==> config.mk <==
export PLATFORM = sky130hd
export DESIGN_NAME = cfg_boot_top
export DESIGN_NICKNAME = d
export VERILOG_FILES = /design/src/verilog/cfg_map_pkg.sv /design/src/verilog/cfg_msg_pkg.sv /design/src/verilog/cfg_if.sv /design/src/verilog/cfg_boot_top.sv /design/src/verilog/cfg_cmd_decode.sv /design/src/verilog/cfg_loader.sv /design/src/verilog/cfg_tile_regs.sv
export SDC_FILE = /design/constraint.sdc
export NUM_CORES = 1
export LEC_CHECK = 0
export BUFFER_PORTS_ARGS = -buffer_cell sky130_fd_sc_hd__buf_4
export CAP_MARGIN = 20
export CORE_MARGIN = 5
export CORE_UTILIZATION = 55
export DETAILED_ROUTE_END_ITERATION = 12
export GPL_TIMING_DRIVEN = 0
export PLACE_DENSITY = 0.95
export RECOVER_POWER = 50
export SLEW_MARGIN = 20
export SYNTH_ARGS = -nofsm -noshare
export SYNTH_HDL_FRONTEND = slang
export SYNTH_SLANG_ARGS = --single-unit
==> constraint.sdc <==
create_clock -name clk_i -period 4 [get_ports clk_i]
set_input_delay 0.2 -clock clk_i [delete_from_list [all_inputs] [get_ports clk_i]]
set_output_delay 0.2 -clock clk_i [all_outputs]
set_load 0.05 [all_outputs]
==> src/cfg_ucode.mem <==
// Boot microcode image, one 64-bit word per line in binary, word 0 first
// Bytes are separated by underscores, most significant byte on the left
10100101_00000000_00000000_00000000_00000000_00000000_00000000_00000001
11110000_00001111_11001100_00110011_10101010_01010101_00000000_00000010
00010010_00110100_01010110_01111000_10011010_10111100_11011110_11110000
11111111_00000000_11111111_00000000_00000001_00000010_00000100_00001000
01111110_10000001_01000010_00100100_00011000_00000000_11100111_00000011
00000000_00000000_00000000_00000000_11011110_10101101_10111110_11101111
10000000_00000000_00000000_00000000_00000000_00000000_00000000_00000000
01010101_10101010_01010101_10101010_00110011_11001100_00001111_11110000

==> src/verilog/cfg_map_pkg.sv <==
// Configuration address map
// Tile count, field widths and register indices
// Packed union with register and microcode views of an address

`default_nettype none

package cfg_map_pkg;

  localparam int NUM_TILES = 2;
  localparam int TILE_W    = 1;
  localparam int REG_W     = 4; // Register or microcode word index
  localparam int ADDR_W    = 8;
  localparam int SPARE_W   = ADDR_W - TILE_W - 1 - REG_W;

  localparam logic [REG_W-1:0] REG_FREEZE      = 4'd0;
  localparam logic [REG_W-1:0] REG_ICACHE_MODE = 4'd1;
  localparam logic [REG_W-1:0] REG_DCACHE_MODE = 4'd2;
  localparam logic [REG_W-1:0] REG_CCE_MODE    = 4'd3;
  localparam logic [REG_W-1:0] REG_HIO_MASK    = 4'd4;

  typedef struct packed {
    logic [TILE_W-1:0]  tile;
    logic               ucode_sel; // Low selects the register file
    logic [SPARE_W-1:0] spare;
    logic [REG_W-1:0]   reg_idx;
  } cfg_reg_addr_s;

  typedef struct packed {
    logic [TILE_W-1:0]  tile;
    logic               ucode_sel; // High selects the microcode RAM
    logic [SPARE_W-1:0] spare;
    logic [REG_W-1:0]   word_idx;
  } cfg_ucode_addr_s;

  typedef union packed {
    cfg_reg_addr_s   regs;
    cfg_ucode_addr_s ucode;
  } cfg_addr_u;

endpackage

`default_nettype wire

==> src/verilog/cfg_msg_pkg.sv <==
// Configuration message contents
// Data width, mode and mask encodings
// Credit, microcode and boot script constants

`default_nettype none

package cfg_msg_pkg;

  localparam int DATA_W = 64;

  localparam int MODE_W = 2;
  localparam logic [MODE_W-1:0] MODE_UNCACHED = 2'd0; // Value out of reset
  localparam logic [MODE_W-1:0] MODE_NORMAL   = 2'd1;

  localparam int HIO_W = 8;
  localparam logic [HIO_W-1:0] HIO_MASK = 8'h01; // Host I/O 0 only

  localparam int UCODE_ELS = 8;
  localparam int UCODE_AW  = $clog2(UCODE_ELS);
  localparam string UCODE_FILE = "/design/src/cfg_ucode.mem";

  localparam int MAX_CREDITS = 4;
  localparam int CREDIT_W    = $clog2(MAX_CREDITS + 1);

  localparam int SYNC_CYCLES = 16;
  localparam int SYNC_W      = $clog2(SYNC_CYCLES);

endpackage

`default_nettype wire

==> src/verilog/cfg_if.sv <==
// Command link from loader to decode, valid/yumi handshake
// Execute link from decode to tile registers, no back-pressure

`timescale 1ns/1ps
`default_nettype none

interface cfg_cmd_if;
  import cfg_map_pkg::*;
  import cfg_msg_pkg::*;

  logic              v;
  logic              yumi;
  cfg_addr_u         addr;
  logic [DATA_W-1:0] data;

  modport source (output v, addr, data, input yumi);
  modport sink   (input v, addr, data, output yumi);
endinterface

interface cfg_exec_if;
  import cfg_map_pkg::*;
  import cfg_msg_pkg::*;

  logic              v;
  logic [TILE_W-1:0] tile;
  logic              ucode_sel;
  logic [REG_W-1:0]  index;
  logic [DATA_W-1:0] data;

  modport source (output v, tile, ucode_sel, index, data);
  modport sink   (input v, tile, ucode_sel, index, data);
endinterface

`default_nettype wire

==> src/verilog/cfg_boot_top.sv <==
// Boot configuration subsystem top level
// Loader, command decode and tile register execute stage

`timescale 1ns/1ps
`default_nettype none

module cfg_boot_top (
  input  logic                              clk_i,
  input  logic                              reset_i,
  input  logic                              cmd_stall_i, // Holds yumi low
  output logic                              done_o,
  output logic [cfg_map_pkg::NUM_TILES-1:0] freeze_o,
  output logic [cfg_msg_pkg::MODE_W-1:0]    icache_mode_o [cfg_map_pkg::NUM_TILES],
  output logic [cfg_msg_pkg::MODE_W-1:0]    dcache_mode_o [cfg_map_pkg::NUM_TILES],
  output logic [cfg_msg_pkg::MODE_W-1:0]    cce_mode_o    [cfg_map_pkg::NUM_TILES],
  output logic [cfg_msg_pkg::HIO_W-1:0]     hio_mask_o    [cfg_map_pkg::NUM_TILES],
  input  logic [cfg_map_pkg::TILE_W-1:0]    ucode_rd_tile_i,
  input  logic [cfg_msg_pkg::UCODE_AW-1:0]  ucode_rd_addr_i,
  output logic [cfg_msg_pkg::DATA_W-1:0]    ucode_rd_data_o
);

  cfg_cmd_if  cmd_if ();
  cfg_exec_if exec_if ();
  logic       resp_v;

  cfg_loader u_loader (
    .clk_i    (clk_i),
    .reset_i  (reset_i),
    .cmd      (cmd_if.source),
    .resp_v_i (resp_v),
    .done_o   (done_o)
  );

  cfg_cmd_decode u_decode (
    .clk_i       (clk_i),
    .reset_i     (reset_i),
    .cmd_stall_i (cmd_stall_i),
    .cmd         (cmd_if.sink),
    .exec        (exec_if.source)
  );

  cfg_tile_regs u_exec (
    .clk_i           (clk_i),
    .reset_i         (reset_i),
    .exec            (exec_if.sink),
    .resp_v_o        (resp_v),
    .freeze_o        (freeze_o),
    .icache_mode_o   (icache_mode_o),
    .dcache_mode_o   (dcache_mode_o),
    .cce_mode_o      (cce_mode_o),
    .hio_mask_o      (hio_mask_o),
    .ucode_rd_tile_i (ucode_rd_tile_i),
    .ucode_rd_addr_i (ucode_rd_addr_i),
    .ucode_rd_data_o (ucode_rd_data_o)
  );

endmodule

`default_nettype wire

==> src/verilog/cfg_cmd_decode.sv <==
// Command decode stage
// Accepts loader commands and registers the decoded fields

`timescale 1ns/1ps
`default_nettype none

module cfg_cmd_decode (
  input  logic       clk_i,
  input  logic       reset_i,
  input  logic       cmd_stall_i,
  cfg_cmd_if.sink    cmd,
  cfg_exec_if.source exec
);
  import cfg_map_pkg::*;
  import cfg_msg_pkg::*;

  logic              v_r;
  logic [TILE_W-1:0] tile_r;
  logic              sel_r;
  logic [REG_W-1:0]  index_r;
  logic [DATA_W-1:0] data_r;

  assign cmd.yumi = cmd.v & ~cmd_stall_i;

  always_ff @(posedge clk_i) begin
    if (reset_i)
      v_r <= 1'b0;
    else
      v_r <= cmd.yumi;
  end

  always_ff @(posedge clk_i) begin
    if (cmd.yumi) begin
      tile_r  <= cmd.addr.regs.tile;
      sel_r   <= cmd.addr.regs.ucode_sel;
      index_r <= cmd.addr.regs.reg_idx; // Word index sits in the same bits
      data_r  <= cmd.data;
    end
  end

  assign exec.v         = v_r;
  assign exec.tile      = tile_r;
  assign exec.ucode_sel = sel_r;
  assign exec.index     = index_r;
  assign exec.data      = data_r;

endmodule

`default_nettype wire

==> src/verilog/cfg_loader.sv <==
// Boot sequencer for the tile configuration network
// Microcode boot ROM, credit counter, tile, word and sync counters

`timescale 1ns/1ps
`default_nettype none

module cfg_loader (
  input  logic     clk_i,
  input  logic     reset_i,
  cfg_cmd_if.source cmd,
  input  logic     resp_v_i,
  output logic     done_o
);
  import cfg_map_pkg::*;
  import cfg_msg_pkg::*;

  typedef enum logic [3:0] {
    RESET, FREEZE_SET, SEND_UCODE, ICACHE, DCACHE, CCE,
    SYNC, HIO, FREEZE_CLR, WAIT_CREDITS, DONE
  } state_e;

  state_e state_r;
  state_e wr_next; // Successor once the last tile is written

  logic [DATA_W-1:0]   ucode_rom [UCODE_ELS];
  logic [TILE_W-1:0]   tile_cnt_r;
  logic [UCODE_AW-1:0] ucode_cnt_r;
  logic [SYNC_W-1:0]   sync_cnt_r;
  logic [CREDIT_W-1:0] credit_r;
  logic                wr_v;
  cfg_addr_u           addr;
  logic [DATA_W-1:0]   data;

  initial $readmemb(UCODE_FILE, ucode_rom);

  wire tile_last     = (tile_cnt_r == TILE_W'(NUM_TILES - 1));
  wire ucode_last    = (ucode_cnt_r == UCODE_AW'(UCODE_ELS - 1));
  wire sync_done     = (sync_cnt_r == SYNC_W'(SYNC_CYCLES - 1));
  wire credits_full  = (credit_r == CREDIT_W'(MAX_CREDITS));
  wire credits_empty = (credit_r == '0);

  // Writes in flight, up on yumi and down on ack
  always_ff @(posedge clk_i) begin
    if (reset_i)
      credit_r <= '0;
    else if (cmd.yumi && !resp_v_i)
      credit_r <= credit_r + 1'b1;
    else if (resp_v_i && !cmd.yumi)
      credit_r <= credit_r - 1'b1;
  end

  always_comb begin
    wr_v    = 1'b0;
    wr_next = state_r;
    addr    = '0;
    addr.regs.tile = tile_cnt_r;
    data    = '0;
    case (state_r)
      FREEZE_SET: begin
        wr_v = 1'b1;
        wr_next = SEND_UCODE;
        addr.regs.reg_idx = REG_FREEZE;
        data = DATA_W'(1);
      end
      SEND_UCODE: begin
        wr_v = 1'b1;
        addr.ucode.ucode_sel = 1'b1;
        addr.ucode.word_idx = REG_W'(ucode_cnt_r);
        data = ucode_rom[ucode_cnt_r];
      end
      ICACHE: begin
        wr_v = 1'b1;
        wr_next = DCACHE;
        addr.regs.reg_idx = REG_ICACHE_MODE;
        data = DATA_W'(MODE_NORMAL);
      end
      DCACHE: begin
        wr_v = 1'b1;
        wr_next = CCE;
        addr.regs.reg_idx = REG_DCACHE_MODE;
        data = DATA_W'(MODE_NORMAL);
      end
      CCE: begin
        wr_v = credits_empty; // Earlier writes must land first
        wr_next = SYNC;
        addr.regs.reg_idx = REG_CCE_MODE;
        data = DATA_W'(MODE_NORMAL);
      end
      HIO: begin
        wr_v = credits_empty;
        wr_next = FREEZE_CLR;
        addr.regs.reg_idx = REG_HIO_MASK;
        data = DATA_W'(HIO_MASK);
      end
      FREEZE_CLR: begin
        wr_v = 1'b1;
        wr_next = WAIT_CREDITS;
        addr.regs.reg_idx = REG_FREEZE;
      end
      default: ;
    endcase
  end

  assign cmd.v    = wr_v & ~credits_full;
  assign cmd.addr = addr;
  assign cmd.data = data;
  assign done_o   = (state_r == DONE);

  always_ff @(posedge clk_i) begin
    if (reset_i) begin
      state_r     <= RESET;
      tile_cnt_r  <= '0;
      ucode_cnt_r <= '0;
      sync_cnt_r  <= '0;
    end else begin
      case (state_r)
        RESET: state_r <= FREEZE_SET;
        SEND_UCODE: if (cmd.yumi) begin
          ucode_cnt_r <= ucode_last ? '0 : ucode_cnt_r + 1'b1;
          if (ucode_last) begin
            tile_cnt_r <= tile_last ? '0 : tile_cnt_r + 1'b1;
            if (tile_last)
              state_r <= ICACHE;
          end
        end
        SYNC: begin
          sync_cnt_r <= sync_done ? '0 : sync_cnt_r + 1'b1;
          if (sync_done)
            state_r <= HIO;
        end
        WAIT_CREDITS: if (credits_empty) state_r <= DONE;
        DONE: ;
        default: if (cmd.yumi) begin // One write per tile
          tile_cnt_r <= tile_last ? '0 : tile_cnt_r + 1'b1;
          if (tile_last)
            state_r <= wr_next;
        end
      endcase
    end
  end

endmodule

`default_nettype wire

==> src/verilog/cfg_tile_regs.sv <==
// Execute stage of the configuration network
// Per-tile freeze, mode and host mask registers
// Per-tile microcode RAM with combinational readback
// One acknowledge pulse per executed write

`timescale 1ns/1ps
`default_nettype none

module cfg_tile_regs (
  input  logic                                  clk_i,
  input  logic                                  reset_i,
  cfg_exec_if.sink                              exec,
  output logic                                  resp_v_o,
  output logic [cfg_map_pkg::NUM_TILES-1:0]     freeze_o,
  output logic [cfg_msg_pkg::MODE_W-1:0]        icache_mode_o [cfg_map_pkg::NUM_TILES],
  output logic [cfg_msg_pkg::MODE_W-1:0]        dcache_mode_o [cfg_map_pkg::NUM_TILES],
  output logic [cfg_msg_pkg::MODE_W-1:0]        cce_mode_o    [cfg_map_pkg::NUM_TILES],
  output logic [cfg_msg_pkg::HIO_W-1:0]         hio_mask_o    [cfg_map_pkg::NUM_TILES],
  input  logic [cfg_map_pkg::TILE_W-1:0]        ucode_rd_tile_i,
  input  logic [cfg_msg_pkg::UCODE_AW-1:0]      ucode_rd_addr_i,
  output logic [cfg_msg_pkg::DATA_W-1:0]        ucode_rd_data_o
);
  import cfg_map_pkg::*;
  import cfg_msg_pkg::*;

  logic [NUM_TILES-1:0] freeze_r;
  logic [MODE_W-1:0]    icache_mode_r [NUM_TILES];
  logic [MODE_W-1:0]    dcache_mode_r [NUM_TILES];
  logic [MODE_W-1:0]    cce_mode_r    [NUM_TILES];
  logic [HIO_W-1:0]     hio_mask_r    [NUM_TILES];
  logic [DATA_W-1:0]    ucode_mem     [NUM_TILES][UCODE_ELS];
  logic                 resp_v_r;

  wire reg_we   = exec.v & ~exec.ucode_sel;
  wire ucode_we = exec.v & exec.ucode_sel;

  always_ff @(posedge clk_i) begin
    if (reset_i) begin
      resp_v_r <= 1'b0;
      freeze_r <= '0;
      for (int t = 0; t < NUM_TILES; t++) begin
        icache_mode_r[t] <= MODE_UNCACHED;
        dcache_mode_r[t] <= MODE_UNCACHED;
        cce_mode_r[t]    <= MODE_UNCACHED;
        hio_mask_r[t]    <= '0;
      end
    end else begin
      resp_v_r <= exec.v; // Ack follows the write by one cycle
      if (reg_we) begin
        case (exec.index)
          REG_FREEZE:      freeze_r[exec.tile]      <= exec.data[0];
          REG_ICACHE_MODE: icache_mode_r[exec.tile] <= exec.data[MODE_W-1:0];
          REG_DCACHE_MODE: dcache_mode_r[exec.tile] <= exec.data[MODE_W-1:0];
          REG_CCE_MODE:    cce_mode_r[exec.tile]    <= exec.data[MODE_W-1:0];
          REG_HIO_MASK:    hio_mask_r[exec.tile]    <= exec.data[HIO_W-1:0];
          default: ; // Unmapped index is dropped
        endcase
      end
    end
  end

  always_ff @(posedge clk_i) begin
    if (ucode_we)
      ucode_mem[exec.tile][exec.index[UCODE_AW-1:0]] <= exec.data;
  end

  assign ucode_rd_data_o = ucode_mem[ucode_rd_tile_i][ucode_rd_addr_i];

  assign resp_v_o      = resp_v_r;
  assign freeze_o      = freeze_r;
  assign icache_mode_o = icache_mode_r;
  assign dcache_mode_o = dcache_mode_r;
  assign cce_mode_o    = cce_mode_r;
  assign hio_mask_o    = hio_mask_r;

endmodule

`default_nettype wire
* Word-level counts from Yosys, hierarchy flattened
Memory sizes are Yosys's and may differ from the RTL's.
Cells that the tools add are included.
Widths: inputs -> output; s select.
** Word-level totals
- Logic and storage cells :: 133
- Memories :: 1
- Input port bits :: 7
- Memory bits (writable) :: 1024
- Output and inout port bits :: 95
- Register bits after elaboration :: 117
** Memories
- u_exec.ucode_mem :: depth 2, width 512, rd ports 1, clocked after Yosys merged registers in 0, write ports 1, line cfg_tile_regs.sv:31 : logic [DATA_W-1:0] ucode_mem [NUM_TILES][UCODE_ELS];
** Cells by class
- Order comparisons :: 7
- Reduce and logical (&&, ||, !) cells :: 26
- Muxes and demuxes :: 40
- Bitwise gates (word level) :: 12
- Equality and inequality tests :: 22
- Add/subtract/negate cells :: 5
** Operator list (count)
- $mux 512 :: 1
- $bmux 64 s3 :: 1
- $demux 64 s3 :: 1
- $mux 64 :: 3
- $pmux 64 s2 :: 1
- $mux 4 :: 8
- $pmux 4 s6 :: 1
- $eq 4x3->1 const B :: 5
- $pmux 4 s5 :: 1
- $bwmux 16 :: 1
- $eq 4x2->1 const B :: 4
- $eq 4x4->1 const B :: 4
- $pmux 3 s5 :: 1
- $bwmux 4 :: 3
- $reduce_and 2->1 :: 6
- $ne 2x1->1 const B :: 5
- $reduce_bool 10->1 :: 1
- $reduce_or 5->1 :: 2
- $mux 3 :: 3
- $reduce_and 9->1 :: 1
- $demux 8 s1 :: 1
- $eq 4x1->1 const B :: 2
- $ge 4x4->1 const B :: 2
- $logic_not 4->1 :: 2
- 29 further kinds :: 52

* Longest topological paths before layout
Gate-level depths: netlist of run 1.
- Word-level depth :: 9
- Gate-level depth with buffers :: 11
- Mapped depth without buffers :: 10

* By module
From an unflattened synthesis of run 1, not the netlist that was laid out.
** Unflattened totals
- Cell total of the unflattened synthesis :: 2009
- Area total of the unflattened synthesis :: 43357.8 um2
** Modules (own cells, without submodules)
- cfg_tile_regs :: instances 1, area an instance 39694.3 um2, cells each 1743, sequential area each 31370.1 um2
- cfg_cmd_decode :: instances 1, area an instance 2140.8 um2, cells each 73, sequential area each 2122.0 um2
- cfg_loader :: instances 1, area an instance 1522.7 um2, cells each 193, sequential area each 300.3 um2

* Least setup slack after synthesis of run 1
OpenSTA, ideal clock, no wires.
- Path kind :: reg-to-reg
- Start :: reg u_loader.credit_r[0]
- End :: reg u_loader.credit_r[2]
- Buffers on the path :: 0
- Setup time :: 70 ps
- Arrival time :: 2379 ps
- Clock period less this slack :: 2449 ps
- Stages on the path, launching flop included :: 11
- Setup slack :: 1551 ps
- Data required time :: 3930 ps
- Path through :: dfxtp_1 > or3_4 > a21oi_1 > o211ai_1 > inv_1 > ha_1 > inv_1 > fa_1 > xor2_1 > or3_1 > a21oi_1
** Between the ends
- Word-level cells in the longest chain between the ends :: 7
- Elaborated cells on any way between the ends :: 14
- Classes of those cells :: add/sub (2); eq/ne (1); mux (3); bitwise (3); reduce/logical (5)
** RTL lines
- start: declaration :: line cfg_loader.sv:29 : logic [CREDIT_W-1:0] credit_r;
- start signal: assignment :: line cfg_loader.sv:47 : credit_r <= credit_r + 1'b1;
- start signal: assignment :: line cfg_loader.sv:49 : credit_r <= credit_r - 1'b1;
- $logic_not 3->1 or $eq 3x3->1 (tied branches) :: line cfg_loader.sv:40, cfg_loader.sv:39
- $pmux 1 s2 or $not 1->1 (tied branches) :: line cfg_loader.sv:58, cfg_loader.sv:104
- $and 1x1->1 * :: line cfg_loader.sv:104 : assign cmd.v = wr_v & ~credits_full;
- $and 1x1->1 * :: line cfg_cmd_decode.sv:23 : assign cmd.yumi = cmd.v & ~cmd_stall_i;
- via cmd_if.yumi :: line cfg_if.sv:12 : logic yumi;
- $logic_not 1->1 :: line cfg_loader.sv:48 : else if (resp_v_i && !cmd.yumi)
- $logic_and 1x1->1 :: line cfg_loader.sv:48
- $reduce_bool 2->1 (no source line)
The timed path passes the listed nets; every way through them passes the cells marked *. The select of a mux whose other input is x is not followed.
A chain may end at the register's enable or synchronous reset.

* Worst setup path in the final report of run 1
- Start :: reg u_loader.state_r[1]
- End :: reg u_loader.credit_r[2]
** Between the ends
- Word-level cells in the longest chain between the ends :: 8
- Elaborated cells on any way between the ends :: 17
- Classes of those cells :: eq/ne (7); mux (2); bitwise (2); reduce/logical (6)
** RTL lines
- start: declaration :: line cfg_loader.sv:22 : state_e state_r;
- start signal: assignment :: line cfg_loader.sv:136 : state_r <= wr_next;
- $eq 4x4->1 (tied with other cells) :: line cfg_loader.sv:58 : case (state_r)
- $reduce_or 5->1 (no source line) or $reduce_or 2->1 (tied branches)
- $pmux 1 s2 * :: line cfg_loader.sv:58
- $and 1x1->1 * :: line cfg_loader.sv:104
- $and 1x1->1 * :: line cfg_cmd_decode.sv:23
- via cmd_if.yumi :: line cfg_if.sv:12
- $logic_not 1->1 :: line cfg_loader.sv:48
- $logic_and 1x1->1 :: line cfg_loader.sv:48
- $reduce_bool 2->1 (no source line)
The timed path passes the listed nets; every way through them passes the cells marked *.

==> results of run 1 <==
==> state kept, by name (all words and copies together), names as in the netlist, 3 cells and up <==
| signal | cells |
|---|---|
| u_loader.credit_r | 3 |
| u_loader.sync_cnt_r | 4 |
| u_loader.ucode_cnt_r | 3 |
| u_exec.ucode_mem | 16 |
| u_decode.exec.index | 3 |
| u_loader.state_r | 4 |
==> power by group through the flow <==
stage                     logic (mW)  clock network [mW]  registers [mW]
final                          0.663               0.285           0.644
after floorplan                0.589                   0           0.648
after global placement         0.652                   0           0.653
after global routing           0.721               0.314           0.654
after CTS                      0.676               0.295           0.646
after detailed placement       0.674                   0           0.657
==> layout by cell type (no fill, tap or decap), types with 5 or more instances in the layout <==
cell and instances:
sky130_fd_sc_hd__a21oi_1 16, sky130_fd_sc_hd__buf_4 91, sky130_fd_sc_hd__clkbuf_1 18, sky130_fd_sc_hd__clkbuf_8 5, sky130_fd_sc_hd__conb_1 83, sky130_fd_sc_hd__dfxtp_1 27
sky130_fd_sc_hd__edfxtp_1 22, sky130_fd_sc_hd__inv_1 5, sky130_fd_sc_hd__mux2i_1 9, sky130_fd_sc_hd__mux4_2 5, sky130_fd_sc_hd__nand2_1 13, sky130_fd_sc_hd__nor2_1 46
sky130_fd_sc_hd__nor2b_1 5, sky130_fd_sc_hd__o21ai_0 7, sky130_fd_sc_hd__xor2_1 6
==> metrics by stage <==
step	worst slack [ns]	total power, mW	instances	instance area, sq um	utilization
detailed placement	1.37	1.33	487	3540	0.655
finish	1.04	1.59	495	3570	0.660
floorplan	1.55	1.24	398	3320	-
CTS	1.32	1.62	495	3630	0.671
global route	0.754	1.69	495	3570	0.660
global placement	1.44	1.31	487	3540	0.655
==> critical path, stage by stage, from the launching register on <==
cell and delay (ns):
sky130_fd_sc_hd__dfxtp_1 0.31, sky130_fd_sc_hd__clkbuf_1 0.34, sky130_fd_sc_hd__nor2b_1 0.42, sky130_fd_sc_hd__a211o_1 0.16, sky130_fd_sc_hd__o211ai_1 0.13, sky130_fd_sc_hd__inv_1 0.25
sky130_fd_sc_hd__ha_1 0.23, sky130_fd_sc_hd__inv_1 0.06, sky130_fd_sc_hd__fa_1 0.38, sky130_fd_sc_hd__xor2_1 0.16, sky130_fd_sc_hd__or3_1 0.30, sky130_fd_sc_hd__a21oi_1 0.14
==> area by class of cell <==
class	instances	area [sq um]	share of cell area
sequential	49	1200	0.336
clock buffer	6	72.6	0.0203
timing repair buffer	17	90.1	0.0252
buffer	97	716	0.200
inverter	5	18.8	0.00526
tap	72	90.1	0.0252
clock inverter	2	15.0	0.00421
multi-input combinational	247	1370	0.383
==> layer usage <==
layer	global-route usage	vias up	routed length (microns)	part of all wire
met2	0.295	61	3030	0.55
met5	0	-	0	0
met3	0.0434	11	355	0.064
met1	0.162	980	2080	0.37
li1	-	1119	-	-
met4	0.0570	0	91	0.016
==> kinds of logic after synthesis <==
kind of cell,after synthesis
buf+inv,102
simple gates,101
flops,49
compound gates,38
mux,14
xor+xnor,6
fa+ha+maj,5
other cells,1
==> final timing paths <==
| kind | slack (ns) | startpoint | endpoint |
|---|---|---|---|
| hold / removal | 0.09 | reset_i | u_loader.tile_cnt_r$_SDFFE_PP0P_ |
| setup reg to reg | 1.04 | u_loader.state_r[1]$_SDFFE_PP0P_ | u_loader.credit_r[2]$_SDFFE_PP0P_ |
| setup / recovery | 1.04 | u_loader.state_r[1]$_SDFFE_PP0P_ | u_loader.credit_r[2]$_SDFFE_PP0P_ |
| hold reg to reg | 0.48 | u_exec.dcache_mode_o[2]$_SDFFE_PP0P_ | u_exec.dcache_mode_o[2]$_SDFFE_PP0P_ |
==> impl_table.tex, run 1 <==
\begin{tabular}{lr}
\hline
Metric & Value \\
\hline
\multicolumn{2}{l}{\textbf{Clock tree}} \\
Worst-path clk slew & 0.09 ns \\
Number of sinks handled by clock tree synthesis & 49 \\
CTS resizes & 0 \\
Post-CTS setup-driven buffer insertion count & 0 \\
Count of H-tree levels built during CTS & 2 \\
Cell at the root of the clock tree & sky130\_fd\_sc\_hd\_\_clkbuf\_8 \\
Later-pin clock latency in the skew report & 0.31 ns \\
Hold Buf Count CTS & 0 \\
TritonCTS clock tree & done \\
Maximum number of buffers from clock root to sink & 2 \\
Number of buffers added by the clock tree synthesis step & 5 \\
\multicolumn{2}{l}{\textbf{Synthesis}} \\
Area fraction in compound gates after synthesis & 0.0759 \\
Post-synthesis cell area & just over 3000 sq um \\
Warnings from Yosys & 0 \\
Basic-gate share of the synthesized area counting and, or, nand and nor cells & 0.171 \\
Main combinational cell family by area after synthesis & buffers and inverters \\
Post-Synth Adder-Cell Area & 0.0232 \\
Share of async-settable or async-resettable flops after synthesis & 0 \\
Commonest cells in the netlist & 84 x sky130\_fd\_sc\_hd\_\_buf\_4, 46 x sky130\_fd\_sc\_hd\_\_nor2\_1, 27 x sky130\_fd\_sc\_hd\_\_dfxtp\_1, 22 x sky130\_fd\_sc\_hd\_\_edfxtp\_1, 16 x sky130\_fd\_sc\_hd\_\_a21oi\_1 \\
Cell with the most instances after synthesis & sky130\_fd\_sc\_hd\_\_buf\_4 \\
Top post-synthesis cells by area & sky130\_fd\_sc\_hd\_\_edfxtp\_1 22\%, sky130\_fd\_sc\_hd\_\_buf\_4 21\%, sky130\_fd\_sc\_hd\_\_dfxtp\_1 18\%, sky130\_fd\_sc\_hd\_\_nor2\_1 5.7\%, sky130\_fd\_sc\_hd\_\_mux4\_2 3.7\% \\
Cell taking the most area after synthesis & sky130\_fd\_sc\_hd\_\_edfxtp\_1 \\
Post-synthesis cell count & roughly 320 \\
Most instantiated flip-flop cell in the synthesis netlist & sky130\_fd\_sc\_hd\_\_dfxtp\_1 \\
Number of unique standard cell types used by synthesis & 47 \\
Synth top area share & 0.219 \\
Area share of xor/xnor cells in the synthesized design & 0.0174 \\
Count of state elements after synthesis & slightly below 50 \\
Count of flip-flops with a built-in enable after synthesis & 22 \\
Share of synthesized area spent on multiplexers & 0.0672 \\
Avg Inst Size Synth & $\sim$9.5 sq um \\
Share of the yosys chip area belonging to registers & 0.398 \\
\multicolumn{2}{l}{\textbf{STA}} \\
Tightest Pin Transition & 0.612 ns \\
Number of max-slew violations in the final report & 0 \\
Final Cycle Share & 0.739 \\
Maximum frequency from static timing analysis & roughly 0.34 GHz \\
Hold\_ws & approximately 0.09 ns \\
Worst max-slew margin expressed relative to the limit & 0.594 \\
Min Tclk post-route & approximately 3.0 ns \\
Unrepaired setup endpoints after global routing & false \\
Setup-failing EPs final & 0 \\
Total Neg Setup Slack & 0 ns \\
Final clock skew & approximately 0.01 ns \\
Hold Violations, Final & 0 \\
\multicolumn{2}{l}{\textbf{Place}} \\
Routability-driven placement congestion ratio & approximately 0.95 \\
Number of input and output port buffers inserted & 17 \\
DP Wirelength & about 4400 microns \\
\multicolumn{2}{l}{\textbf{Setup path}} \\
Type of origin of the critical path & flip-flop \\
Crit path required time & approximately 4.2 ns \\
Critical path capture point type & flip-flop \\
Crit Path Class & reg2reg \\
Length in cells of the worst reg-to-reg path & 11 \\
Peak fanout along the critical path & 10 \\
Arrival time at the worst endpoint & about 3.2 ns \\
\multicolumn{2}{l}{\textbf{Routing}} \\
Average wire length per cell after detail routing & $\sim$11 microns \\
Residual DRC count & 0 \\
Detailed-routing iteration count for the pre-antenna-repair pass & 4 \\
Vias after detailed routing & about 2.2k \\
Routed wire length & roughly 5600 microns \\
Number of nets still failing antenna checks after routing & 0 \\
Number of DRC violations after detailed-routing iteration 0 & between 90 and 100 \\
Via count normalized by instance count & 4.39 \\
\multicolumn{2}{l}{\textbf{Power}} \\
Internal power of the cells & between 0.9 and 1 mW \\
PD cells & $\sim$450 nW/um\^{}2 \\
Worst supply voltage drop on vdd & approximately 0.33 mV \\
Portion of total power attributed to the clock network & 0.179 \\
Combinational share of power & 0.416 \\
Proportion of total power due to net switching & 0.404 \\
Part of the total power dissipated in sequential elements & 0.404 \\
Net switching power figure & around 0.64 mW \\
Static Leak & between 1.5 and 2 nW \\
\multicolumn{2}{l}{\textbf{Worst hold path}} \\
Type of the worst min-delay path & in2reg \\
Hold Path Depth & 2 \\
\multicolumn{2}{l}{\textbf{Die}} \\
Floorplan die area & roughly 7100 sq um \\
\# rows & 27 \\
Floorplan Core Area & between 5000 and 6000 sq um \\
Initial cell density of the core & 0.558 \\
Horizontal extent of the die & about 84 microns \\
I/O Pins & 102 \\
Height of the chip & about 84 microns \\
\multicolumn{2}{l}{\textbf{Global route}} \\
Global-route total usage across every layer & 0.156 \\
Pin count of the biggest net entering global routing & 18 \\
Via count of the first global-routing pass & 2045 \\
Global-route congestion overflow total & 0 \\
First-pass GRT wire length & just over 9000 microns \\
Initial antenna violation count & 0 \\
\multicolumn{2}{l}{\textbf{Finish}} \\
Number of antenna cells inserted & 0 \\
Count of filler cells inserted in the layout & between 400 and 500 \\
Final layout net count & between 400 and 500 \\
Synth-to-Final Area Change & 18.4\% \\
Proportion of layout cells with a drive suffix above 1 & 0.270 \\
\multicolumn{2}{l}{\textbf{Run}} \\
Total of max-cap violations & 0 \\
\multicolumn{2}{l}{\textbf{Run status}} \\
Result of the run & completed \\
\hline
\end{tabular}
(Power assumes the default switching activity.)
==> run 2: changes to the inputs <==
--- a/config.mk
+++ b/config.mk
@@ -8,10 +8,10 @@
 export BUFFER_PORTS_ARGS = -buffer_cell sky130_fd_sc_hd__buf_4
 export CAP_MARGIN = 20
 export CORE_MARGIN = 5
-export CORE_UTILIZATION = 55
+export CORE_UTILIZATION = 46
 export DETAILED_ROUTE_END_ITERATION = 12
 export GPL_TIMING_DRIVEN = 0
-export PLACE_DENSITY = 0.95
+export PLACE_DENSITY = 0.87
 export RECOVER_POWER = 50
 export SLEW_MARGIN = 20
 export SYNTH_ARGS = -nofsm -noshare
==> constraint.sdc (replaced) <==
create_clock -name clk_i -period 2.6 [get_ports clk_i]
set_input_delay 0.13 -clock clk_i [delete_from_list [all_inputs] [get_ports clk_i]]
set_output_delay 0.13 -clock clk_i [all_outputs]
set_load 0.05 [all_outputs]
==> impl_table.tex, run 2 (same netlist as run 1, synthesis figures left out) <==
\begin{tabular}{lr}
\hline
Metric & Value \\
\hline
\multicolumn{2}{l}{\textbf{Run status}} \\
Result of the run & completed (unchanged) \\
\multicolumn{2}{l}{\textbf{Setup path}} \\
Capture point of the worst path & u\_loader.credit\_r[2]\$\_SDFFE\_PP0P\_ (unchanged) \\
Crit path required time & 2.84 ns (was 4.23 ns) \\
Register-to-Register Setup Slack & 0.18 ns (was 1.04 ns) \\
Critical path capture point type & flip-flop (unchanged) \\
Type of origin of the critical path & flip-flop (unchanged) \\
Launch instance of the worst register-to-register path & u\_loader.credit\_r[0]\$\_SDFFE\_PP0P\_ (was u\_loader.state\_r[1]\$\_SDFFE\_PP0P\_) \\
Peak fanout along the critical path & 4 (was 10) \\
Arrival time at the worst endpoint & 2.66 ns (was 3.19 ns) \\
Endpoint of the most critical register-to-register path & u\_loader.credit\_r[2]\$\_SDFFE\_PP0P\_ (unchanged) \\
Worst setup path start & u\_loader.credit\_r[0]\$\_SDFFE\_PP0P\_ (was u\_loader.state\_r[1]\$\_SDFFE\_PP0P\_) \\
Crit Path Class & reg2reg (unchanged) \\
Length in cells of the worst reg-to-reg path & 10 (was 11) \\
\multicolumn{2}{l}{\textbf{Power}} \\
Internal power of the cells & 1.50 mW (was 0.950 mW) \\
Worst supply voltage drop on vdd & 0.427 mV (was 0.330 mV) \\
Static Leak & 1.66 nW (was 1.65 nW) \\
Proportion of total power due to net switching & 0.401 (was 0.404) \\
PD cells & 696 nW/um\^{}2 (was 446 nW/um\^{}2) \\
Net switching power figure & 1.01 mW (was 0.643 mW) \\
Portion of total power attributed to the clock network & 0.177 (was 0.179) \\
Total Power Consumption & 2.51 mW (was 1.59 mW) \\
Combinational share of power & 0.426 (was 0.416) \\
Part of the total power dissipated in sequential elements & 0.397 (was 0.404) \\
\multicolumn{2}{l}{\textbf{Finish}} \\
Top library cells by usage in the layout, fill and taps aside & 93 x sky130\_fd\_sc\_hd\_\_buf\_4, 83 x sky130\_fd\_sc\_hd\_\_conb\_1, 46 x sky130\_fd\_sc\_hd\_\_nor2\_1 (was 91 x sky130\_fd\_sc\_hd\_\_buf\_4, 83 x sky130\_fd\_sc\_hd\_\_conb\_1, 46 x sky130\_fd\_sc\_hd\_\_nor2\_1) \\
Count of filler cells inserted in the layout & 592 (was 456) \\
Proportion of layout cells with a drive suffix above 1 & 0.278 (was 0.270) \\
Final layout net count & 436 (was 434) \\
Commonest non-fill, non-tap cell in the layout & sky130\_fd\_sc\_hd\_\_buf\_4 (unchanged) \\
Synth-to-Final Area Change & 19.5\% (was 18.4\%) \\
Number of antenna cells inserted & 0 (unchanged) \\
Utilization of the core after routing & 0.567 (was 0.660) \\
Largest register FFs & 16 (unchanged) \\
\multicolumn{2}{l}{\textbf{Run}} \\
Total of max-cap violations & 0 (unchanged) \\
\multicolumn{2}{l}{\textbf{STA}} \\
Unrepaired setup endpoints after global routing & false (unchanged) \\
Worst max-slew margin expressed relative to the limit & 0.586 (was 0.594) \\
Min Tclk post-route & 2.42 ns (was 2.96 ns) \\
Hold\_ws & 0.0128 ns (was 0.0917 ns) \\
Tightest Pin Transition & 0.624 ns (was 0.612 ns) \\
Number of max-slew violations in the final report & 0 (unchanged) \\
Maximum frequency from static timing analysis & 0.413 GHz (was 0.338 GHz) \\
Final clock skew & 0.0108 ns (was 0.00998 ns) \\
Setup-failing EPs final & 0 (unchanged) \\
Hold Violations, Final & 0 (unchanged) \\
Final Cycle Share & 0.932 (was 0.739) \\
\multicolumn{2}{l}{\textbf{Clock tree}} \\
Maximum number of buffers from clock root to sink & 2 (unchanged) \\
Count of H-tree levels built during CTS & 2 (unchanged) \\
Number of buffers added by the clock tree synthesis step & 5 (unchanged) \\
Cell at the root of the clock tree & sky130\_fd\_sc\_hd\_\_clkbuf\_8 (unchanged) \\
Hold Buf Count CTS & 0 (unchanged) \\
Later-pin clock latency in the skew report & 0.31 ns (about the same) \\
Worst-path clk slew & 0.09 ns (about the same) \\
TritonCTS clock tree & done (unchanged) \\
Number of sinks handled by clock tree synthesis & 49 (unchanged) \\
\multicolumn{2}{l}{\textbf{Routing}} \\
Vias after detailed routing & 2192 (was 2171) \\
Residual DRC count & 0 (unchanged) \\
Number of nets still failing antenna checks after routing & 0 (unchanged) \\
Average wire length per cell after detail routing & 11.3 microns (was 11.2 microns) \\
Via count normalized by instance count & 4.37 (was 4.39) \\
Routed wire length & 5660 microns (was 5560 microns) \\
Number of DRC violations after detailed-routing iteration 0 & 56 (was 94) \\
Detailed-routing iteration count for the pre-antenna-repair pass & 4 (unchanged) \\
\multicolumn{2}{l}{\textbf{Place}} \\
Number of input and output port buffers inserted & 17 (unchanged) \\
Routability-driven placement congestion ratio & 0.861 (was 0.952) \\
DP Wirelength & 4450 microns (was 4410 microns) \\
\multicolumn{2}{l}{\textbf{Global route}} \\
First-pass GRT wire length & 9470 microns (was 9130 microns) \\
Pin count of the biggest net entering global routing & 18 (unchanged) \\
Global-route total usage across every layer & 0.138 (was 0.156) \\
Initial antenna violation count & 0 (unchanged) \\
Global-route congestion overflow total & 0 (unchanged) \\
Via count of the first global-routing pass & 2062 (was 2045) \\
\multicolumn{2}{l}{\textbf{Die}} \\
Floorplan die area & 8270 sq um (was 7060 sq um) \\
I/O Pins & 102 (unchanged) \\
Height of the chip & 91.0 microns (was 84.0 microns) \\
Initial cell density of the core & 0.475 (was 0.558) \\
Floorplan Core Area & 6350 sq um (was 5410 sq um) \\
\# rows & 29 (was 27) \\
Horizontal extent of the die & 91.0 microns (was 84.0 microns) \\
\multicolumn{2}{l}{\textbf{Worst hold path}} \\
Type of the worst min-delay path & in2reg (unchanged) \\
\hline
\end{tabular}
[run 2: cell count changes in the layout (fill, tap and decap cells not counted), sizes merged]
cell      previous run  this run
buf                 96        99
clkbuf              23        22
clkinv               0         1
clkinvlp             2         1
[run 2: critical path: stages, from the launching register on]
cell and delay (ns):
sky130_fd_sc_hd__dfxtp_1 0.37, sky130_fd_sc_hd__or3_4 0.39, sky130_fd_sc_hd__a21oi_1 0.16, sky130_fd_sc_hd__o211ai_1 0.13, sky130_fd_sc_hd__inv_2 0.09, sky130_fd_sc_hd__ha_1 0.18, sky130_fd_sc_hd__inv_1 0.06, sky130_fd_sc_hd__fa_1 0.38
sky130_fd_sc_hd__xor2_1 0.15, sky130_fd_sc_hd__or3_1 0.30, sky130_fd_sc_hd__a21oi_1 0.14
[run 2: per-layer routing]
| metal | share of wire | GRT usage | wire length [microns] |
|---|---|---|---|
| met2 | 0.51 | 0.240 | 2880 |
| met3 | 0.088 | 0.0562 | 498 |
| met5 | 0 | 0 | 0 |
| met4 | 0.021 | 0.0538 | 118 |
| met1 | 0.38 | 0.150 | 2170 |
[run 2: what timing repair did]
action | in CTS | in global routing
pin swaps | 0 | 1
endpoints found under the setup margin | 2 | 1
buffers inserted | 1 | 1
gates resized for setup | 1 | 0
[run 2: how the worst min path moves through the flow]
stage	slack [ns]	cells past startpoint	from	end
detailed placement	0.34	2	reset_i	u_exec.freeze_o[1]$_SDFFE_PP0P_
global route	0.007	2	reset_i	u_exec.freeze_o[1]$_SDFFE_PP0P_
floorplan	0.31	2	reset_i	u_exec.dcache_mode_o[2]$_SDFFE_PP0P_
CTS	0.003	2	reset_i	u_exec.freeze_o[1]$_SDFFE_PP0P_
global placement	0.34	2	reset_i	u_loader.tile_cnt_r$_SDFFE_PP0P_
finish	0.01	2	reset_i	u_exec.freeze_o[1]$_SDFFE_PP0P_
[run 2: final cells by class]
type / count / area [sq um] / share of cell area
well taps: 77 / 96.3 / 0.0267
repair buffers: 19 / 105 / 0.0292
flip-flops and latches: 49 / 1200 / 0.333
clock inverters: 2 / 11.3 / 0.00312
inverters: 5 / 18.8 / 0.00521
multi-input cells: 247 / 1380 / 0.382
clock buffers: 6 / 72.6 / 0.0201
plain buffers: 97 / 723 / 0.201
[run 2: through the flow]
stage | cell area (sq um) | TNS, ns | instances | setup WS (ns)
6_report | 3600 | 0 | 502 | 0.176
5_1_grt | 3600 | 0 | 502 | 0.0445
4_1_cts | 3640 | 0 | 501 | 0.0802
3_5_place_dp | 3550 | -0.0770 | 492 | -0.0770
3_3_place_gp | 3550 | 0 | 492 | 0.0154
2_1_floorplan | 3320 | 0 | 398 | 0.151
[run 2: power by group through the flow]
| stage | logic [mW] | registers, mW | clock network [mW] |
|---|---|---|---|
| global placement | 1.01 | 1.01 | 0 |
| global route | 1.16 | 1.01 | 0.483 |
| finish | 1.07 | 0.995 | 0.444 |
| CTS | 1.06 | 0.996 | 0.459 |
| floorplan | 0.906 | 0.996 | 0 |
| detailed placement | 1.04 | 1.01 | 0 |
==> run 3: changes to the inputs <==
--- a/config.mk
+++ b/config.mk
@@ -7,6 +7,7 @@
 export LEC_CHECK = 0
 export BUFFER_PORTS_ARGS = -buffer_cell sky130_fd_sc_hd__buf_4
 export CAP_MARGIN = 20
+export CORE_ASPECT_RATIO = 1.25
 export CORE_MARGIN = 5
 export CORE_UTILIZATION = 46
 export DETAILED_ROUTE_END_ITERATION = 12
==> impl_table.tex, run 3 (same netlist as run 1, synthesis figures left out) <==
\begin{tabular}{lr}
\hline
Metric & Value \\
\hline
\multicolumn{2}{l}{\textbf{Finish}} \\
Synth-to-Final Area Change & 21.5\% (was 19.5\%) \\
Number of antenna cells inserted & 0 (unchanged) \\
Post-route non-filler standard cell count & 512 (was 502) \\
Utilization of the core after routing & 0.565 (was 0.567) \\
Final layout net count & 436 (unchanged) \\
Final cell area excluding filler cells & 3660 sq um (was 3600 sq um) \\
Proportion of layout cells with a drive suffix above 1 & 0.287 (was 0.278) \\
Commonest non-fill, non-tap cell in the layout & sky130\_fd\_sc\_hd\_\_buf\_4 (unchanged) \\
Largest register FFs & 16 (unchanged) \\
Top library cells by usage in the layout, fill and taps aside & 93 x sky130\_fd\_sc\_hd\_\_buf\_4, 83 x sky130\_fd\_sc\_hd\_\_conb\_1, 46 x sky130\_fd\_sc\_hd\_\_nor2\_1 (unchanged) \\
\multicolumn{2}{l}{\textbf{Place}} \\
Placed cell area & 3560 sq um (was 3550 sq um) \\
Number of cells after detailed placement & 502 (was 492) \\
Number of input and output port buffers inserted & 17 (unchanged) \\
Routability-driven placement congestion ratio & 0.891 (was 0.861) \\
DP Wirelength & 4590 microns (was 4450 microns) \\
\multicolumn{2}{l}{\textbf{Setup path}} \\
Length in cells of the worst reg-to-reg path & 10 (unchanged) \\
Critical path capture point type & flip-flop (unchanged) \\
Largest stage delay, worst path & 0.38 ns (was 0.39 ns) \\
Cell type group with the largest total delay on the critical path & simple AND/OR/NAND/NOR gates (unchanged) \\
Register-to-Register Setup Slack & 0.16 ns (was 0.18 ns) \\
Crit path cell chain & or3\_4 > a21oi\_1 > o211ai\_1 > inv\_2 > ha\_1 > inv\_1 > fa\_1 > xor2\_1 > or3\_1 > a21oi\_1 (unchanged) \\
Critical-path top delay cell & sky130\_fd\_sc\_hd\_\_fa\_1 (was sky130\_fd\_sc\_hd\_\_or3\_4) \\
Launch instance of the worst register-to-register path & u\_loader.credit\_r[0]\$\_SDFFE\_PP0P\_ (unchanged) \\
Library cell appearing most often on the critical path & sky130\_fd\_sc\_hd\_\_a21oi\_1 (unchanged) \\
Crit path required time & 2.84 ns (about the same) \\
Peak fanout along the critical path & 4 (unchanged) \\
Cell count along the critical path & 10 (unchanged) \\
Type of origin of the critical path & flip-flop (unchanged) \\
Endpoint of the most critical register-to-register path & u\_loader.credit\_r[2]\$\_SDFFE\_PP0P\_ (unchanged) \\
Arrival time at the worst endpoint & 2.68 ns (was 2.66 ns) \\
Crit Path Class & reg2reg (unchanged) \\
Number of buffer and inverter stages on the critical path & 2 (unchanged) \\
\multicolumn{2}{l}{\textbf{Routing}} \\
Routed wire length & 5660 microns (about the same) \\
Via count normalized by instance count & 4.22 (was 4.37) \\
Vias after detailed routing & 2163 (was 2192) \\
Detailed-routing iteration count for the pre-antenna-repair pass & 4 (unchanged) \\
Number of DRC violations after detailed-routing iteration 0 & 62 (was 56) \\
Number of nets still failing antenna checks after routing & 0 (unchanged) \\
Residual DRC count & 0 (unchanged) \\
Average wire length per cell after detail routing & 11.1 microns (was 11.3 microns) \\
\multicolumn{2}{l}{\textbf{Run}} \\
Total of max-cap violations & 0 (unchanged) \\
\multicolumn{2}{l}{\textbf{Clock tree}} \\
Later-pin clock latency in the skew report & 0.30 ns (was 0.31 ns) \\
Cell at the root of the clock tree & sky130\_fd\_sc\_hd\_\_clkbuf\_8 (unchanged) \\
TritonCTS clock tree & done (unchanged) \\
Maximum number of buffers from clock root to sink & 2 (unchanged) \\
Count of H-tree levels built during CTS & 2 (unchanged) \\
Number of sinks handled by clock tree synthesis & 49 (unchanged) \\
Number of buffers added by the clock tree synthesis step & 5 (unchanged) \\
Worst-path clk slew & 0.09 ns (about the same) \\
\multicolumn{2}{l}{\textbf{STA}} \\
Setup-failing EPs final & 0 (unchanged) \\
Tightest Pin Transition & 0.640 ns (was 0.624 ns) \\
Number of max-slew violations in the final report & 0 (unchanged) \\
Final clock skew & 0.00836 ns (was 0.0108 ns) \\
Maximum frequency from static timing analysis & 0.410 GHz (was 0.413 GHz) \\
Total Neg Setup Slack & 0 ns (unchanged) \\
Final Cycle Share & 0.939 (was 0.932) \\
Worst max-slew margin expressed relative to the limit & 0.575 (was 0.586) \\
Min Tclk post-route & 2.44 ns (was 2.42 ns) \\
Unrepaired setup endpoints after global routing & false (unchanged) \\
Hold\_ws & 0.0103 ns (was 0.0128 ns) \\
Hold Violations, Final & 0 (unchanged) \\
\multicolumn{2}{l}{\textbf{Global route}} \\
Initial antenna violation count & 0 (unchanged) \\
Pin count of the biggest net entering global routing & 18 (unchanged) \\
Via count of the first global-routing pass & 1879 (was 2062) \\
Global-route total usage across every layer & 0.133 (was 0.138) \\
First-pass GRT wire length & 8630 microns (was 9470 microns) \\
Global-route congestion overflow total & 0 (unchanged) \\
\multicolumn{2}{l}{\textbf{Worst hold path}} \\
Startpoint of the tightest hold check path & reset\_i (unchanged) \\
Type of the worst min-delay path & in2reg (unchanged) \\
Hold Path Depth & 2 (unchanged) \\
Destination of the worst hold path & u\_exec.freeze\_o[1]\$\_SDFFE\_PP0P\_ (unchanged) \\
\multicolumn{2}{l}{\textbf{Power}} \\
Static Leak & 1.69 nW (was 1.66 nW) \\
PD cells & 722 nW/um\^{}2 (was 696 nW/um\^{}2) \\
Worst supply voltage drop on vdd & 0.593 mV (was 0.427 mV) \\
\multicolumn{2}{l}{\textbf{Die}} \\
\# rows & 33 (was 29) \\
Initial cell density of the core & 0.465 (was 0.475) \\
Floorplan die area & 8280 sq um (was 8270 sq um) \\
I/O Pins & 102 (unchanged) \\
Height of the chip & 101 microns (was 91.0 microns) \\
Horizontal extent of the die & 82.4 microns (was 91.0 microns) \\
Floorplan Core Area & 6480 sq um (was 6350 sq um) \\
\multicolumn{2}{l}{\textbf{Run status}} \\
Result of the run & completed (unchanged) \\
\hline
\end{tabular}
run 3: changes by cell type in the layout (fill, tap and decap cells not counted), sizes merged:
cell / change
bufinv: +1
clkinvlp: -1
run 3: area by class of cell:
cell class	count	area, sq um
repair buffers	19	105
plain buffers	97	723
multi-input cells	247	1380
flip-flops and latches	49	1200
fillers	569	2820
clock buffers	6	93.8
well taps	87	109
inverters	5	18.8
clock inverters	2	35.0
run 3: power by group:
| group | leakage (nW) | total (mW) | internal [mW] | switching [mW] |
|---|---|---|---|---|
| Clock | 0.0663 | 0.585 | 0.343 | 0.241 |
| Combinational | 1.20 | 1.07 | 0.396 | 0.670 |
| Sequential | 0.421 | 0.993 | 0.919 | 0.0739 |
| Total | 1.69 | 2.64 | 1.66 | 0.985 |
run 3: metal layers:
| metal | share of wire | global-route usage | up-vias | routed length [microns] |
|---|---|---|---|---|
| li1 | - | - | 1127 | - |
| met1 | 0.34 | 0.139 | 942 | 1950 |
| met2 | 0.54 | 0.252 | 87 | 3050 |
| met3 | 0.11 | 0.0331 | 7 | 606 |
| met4 | 0.010 | 0.0409 | 0 | 57 |
| met5 | 0 | 0 | - | 0 |
run 3: metrics by stage:
step,setup slack [ns],total power [mW]
2_1_floorplan,0.151,1.90
3_3_place_gp,-0.0221,2.02
3_5_place_dp,-0.0885,2.04
4_1_cts,0.0775,2.64
5_1_grt,0.00197,2.80
6_report,0.159,2.64
run 3: worst max path at each step:
stage / startpoint / end / slack, ns
3_3_place_gp: u_loader.credit_r[0]$_SDFFE_PP0P_ / u_loader.credit_r[2]$_SDFFE_PP0P_ / -0.02
6_report: u_loader.credit_r[0]$_SDFFE_PP0P_ / u_loader.credit_r[2]$_SDFFE_PP0P_ / 0.16
5_1_grt: u_loader.credit_r[0]$_SDFFE_PP0P_ / u_loader.credit_r[2]$_SDFFE_PP0P_ / 0.002
4_1_cts: u_loader.credit_r[0]$_SDFFE_PP0P_ / u_loader.credit_r[2]$_SDFFE_PP0P_ / 0.08
3_5_place_dp: u_loader.credit_r[0]$_SDFFE_PP0P_ / u_loader.credit_r[2]$_SDFFE_PP0P_ / -0.09
2_1_floorplan: u_loader.credit_r[0]$_SDFFE_PP0P_ / u_loader.credit_r[2]$_SDFFE_PP0P_ / 0.15
run 3: worst register-to-register path, stage by stage, from the launching register on:
cell and delay, ns:
sky130_fd_sc_hd__dfxtp_2 0.36, sky130_fd_sc_hd__or3_4 0.37, sky130_fd_sc_hd__a21oi_1 0.16, sky130_fd_sc_hd__o211ai_1 0.15, sky130_fd_sc_hd__inv_2 0.10, sky130_fd_sc_hd__ha_1 0.20
sky130_fd_sc_hd__inv_1 0.06, sky130_fd_sc_hd__fa_1 0.38, sky130_fd_sc_hd__xor2_1 0.16, sky130_fd_sc_hd__or3_1 0.30, sky130_fd_sc_hd__a21oi_1 0.14
run 3: what timing repair did:
action	CTS	global route
endpoints found under the hold margin	0	0
buffers inserted	1	1
resized for setup	1	2
pin swaps	0	1
setup endpoints to repair	1	1
hold buffers	0	0
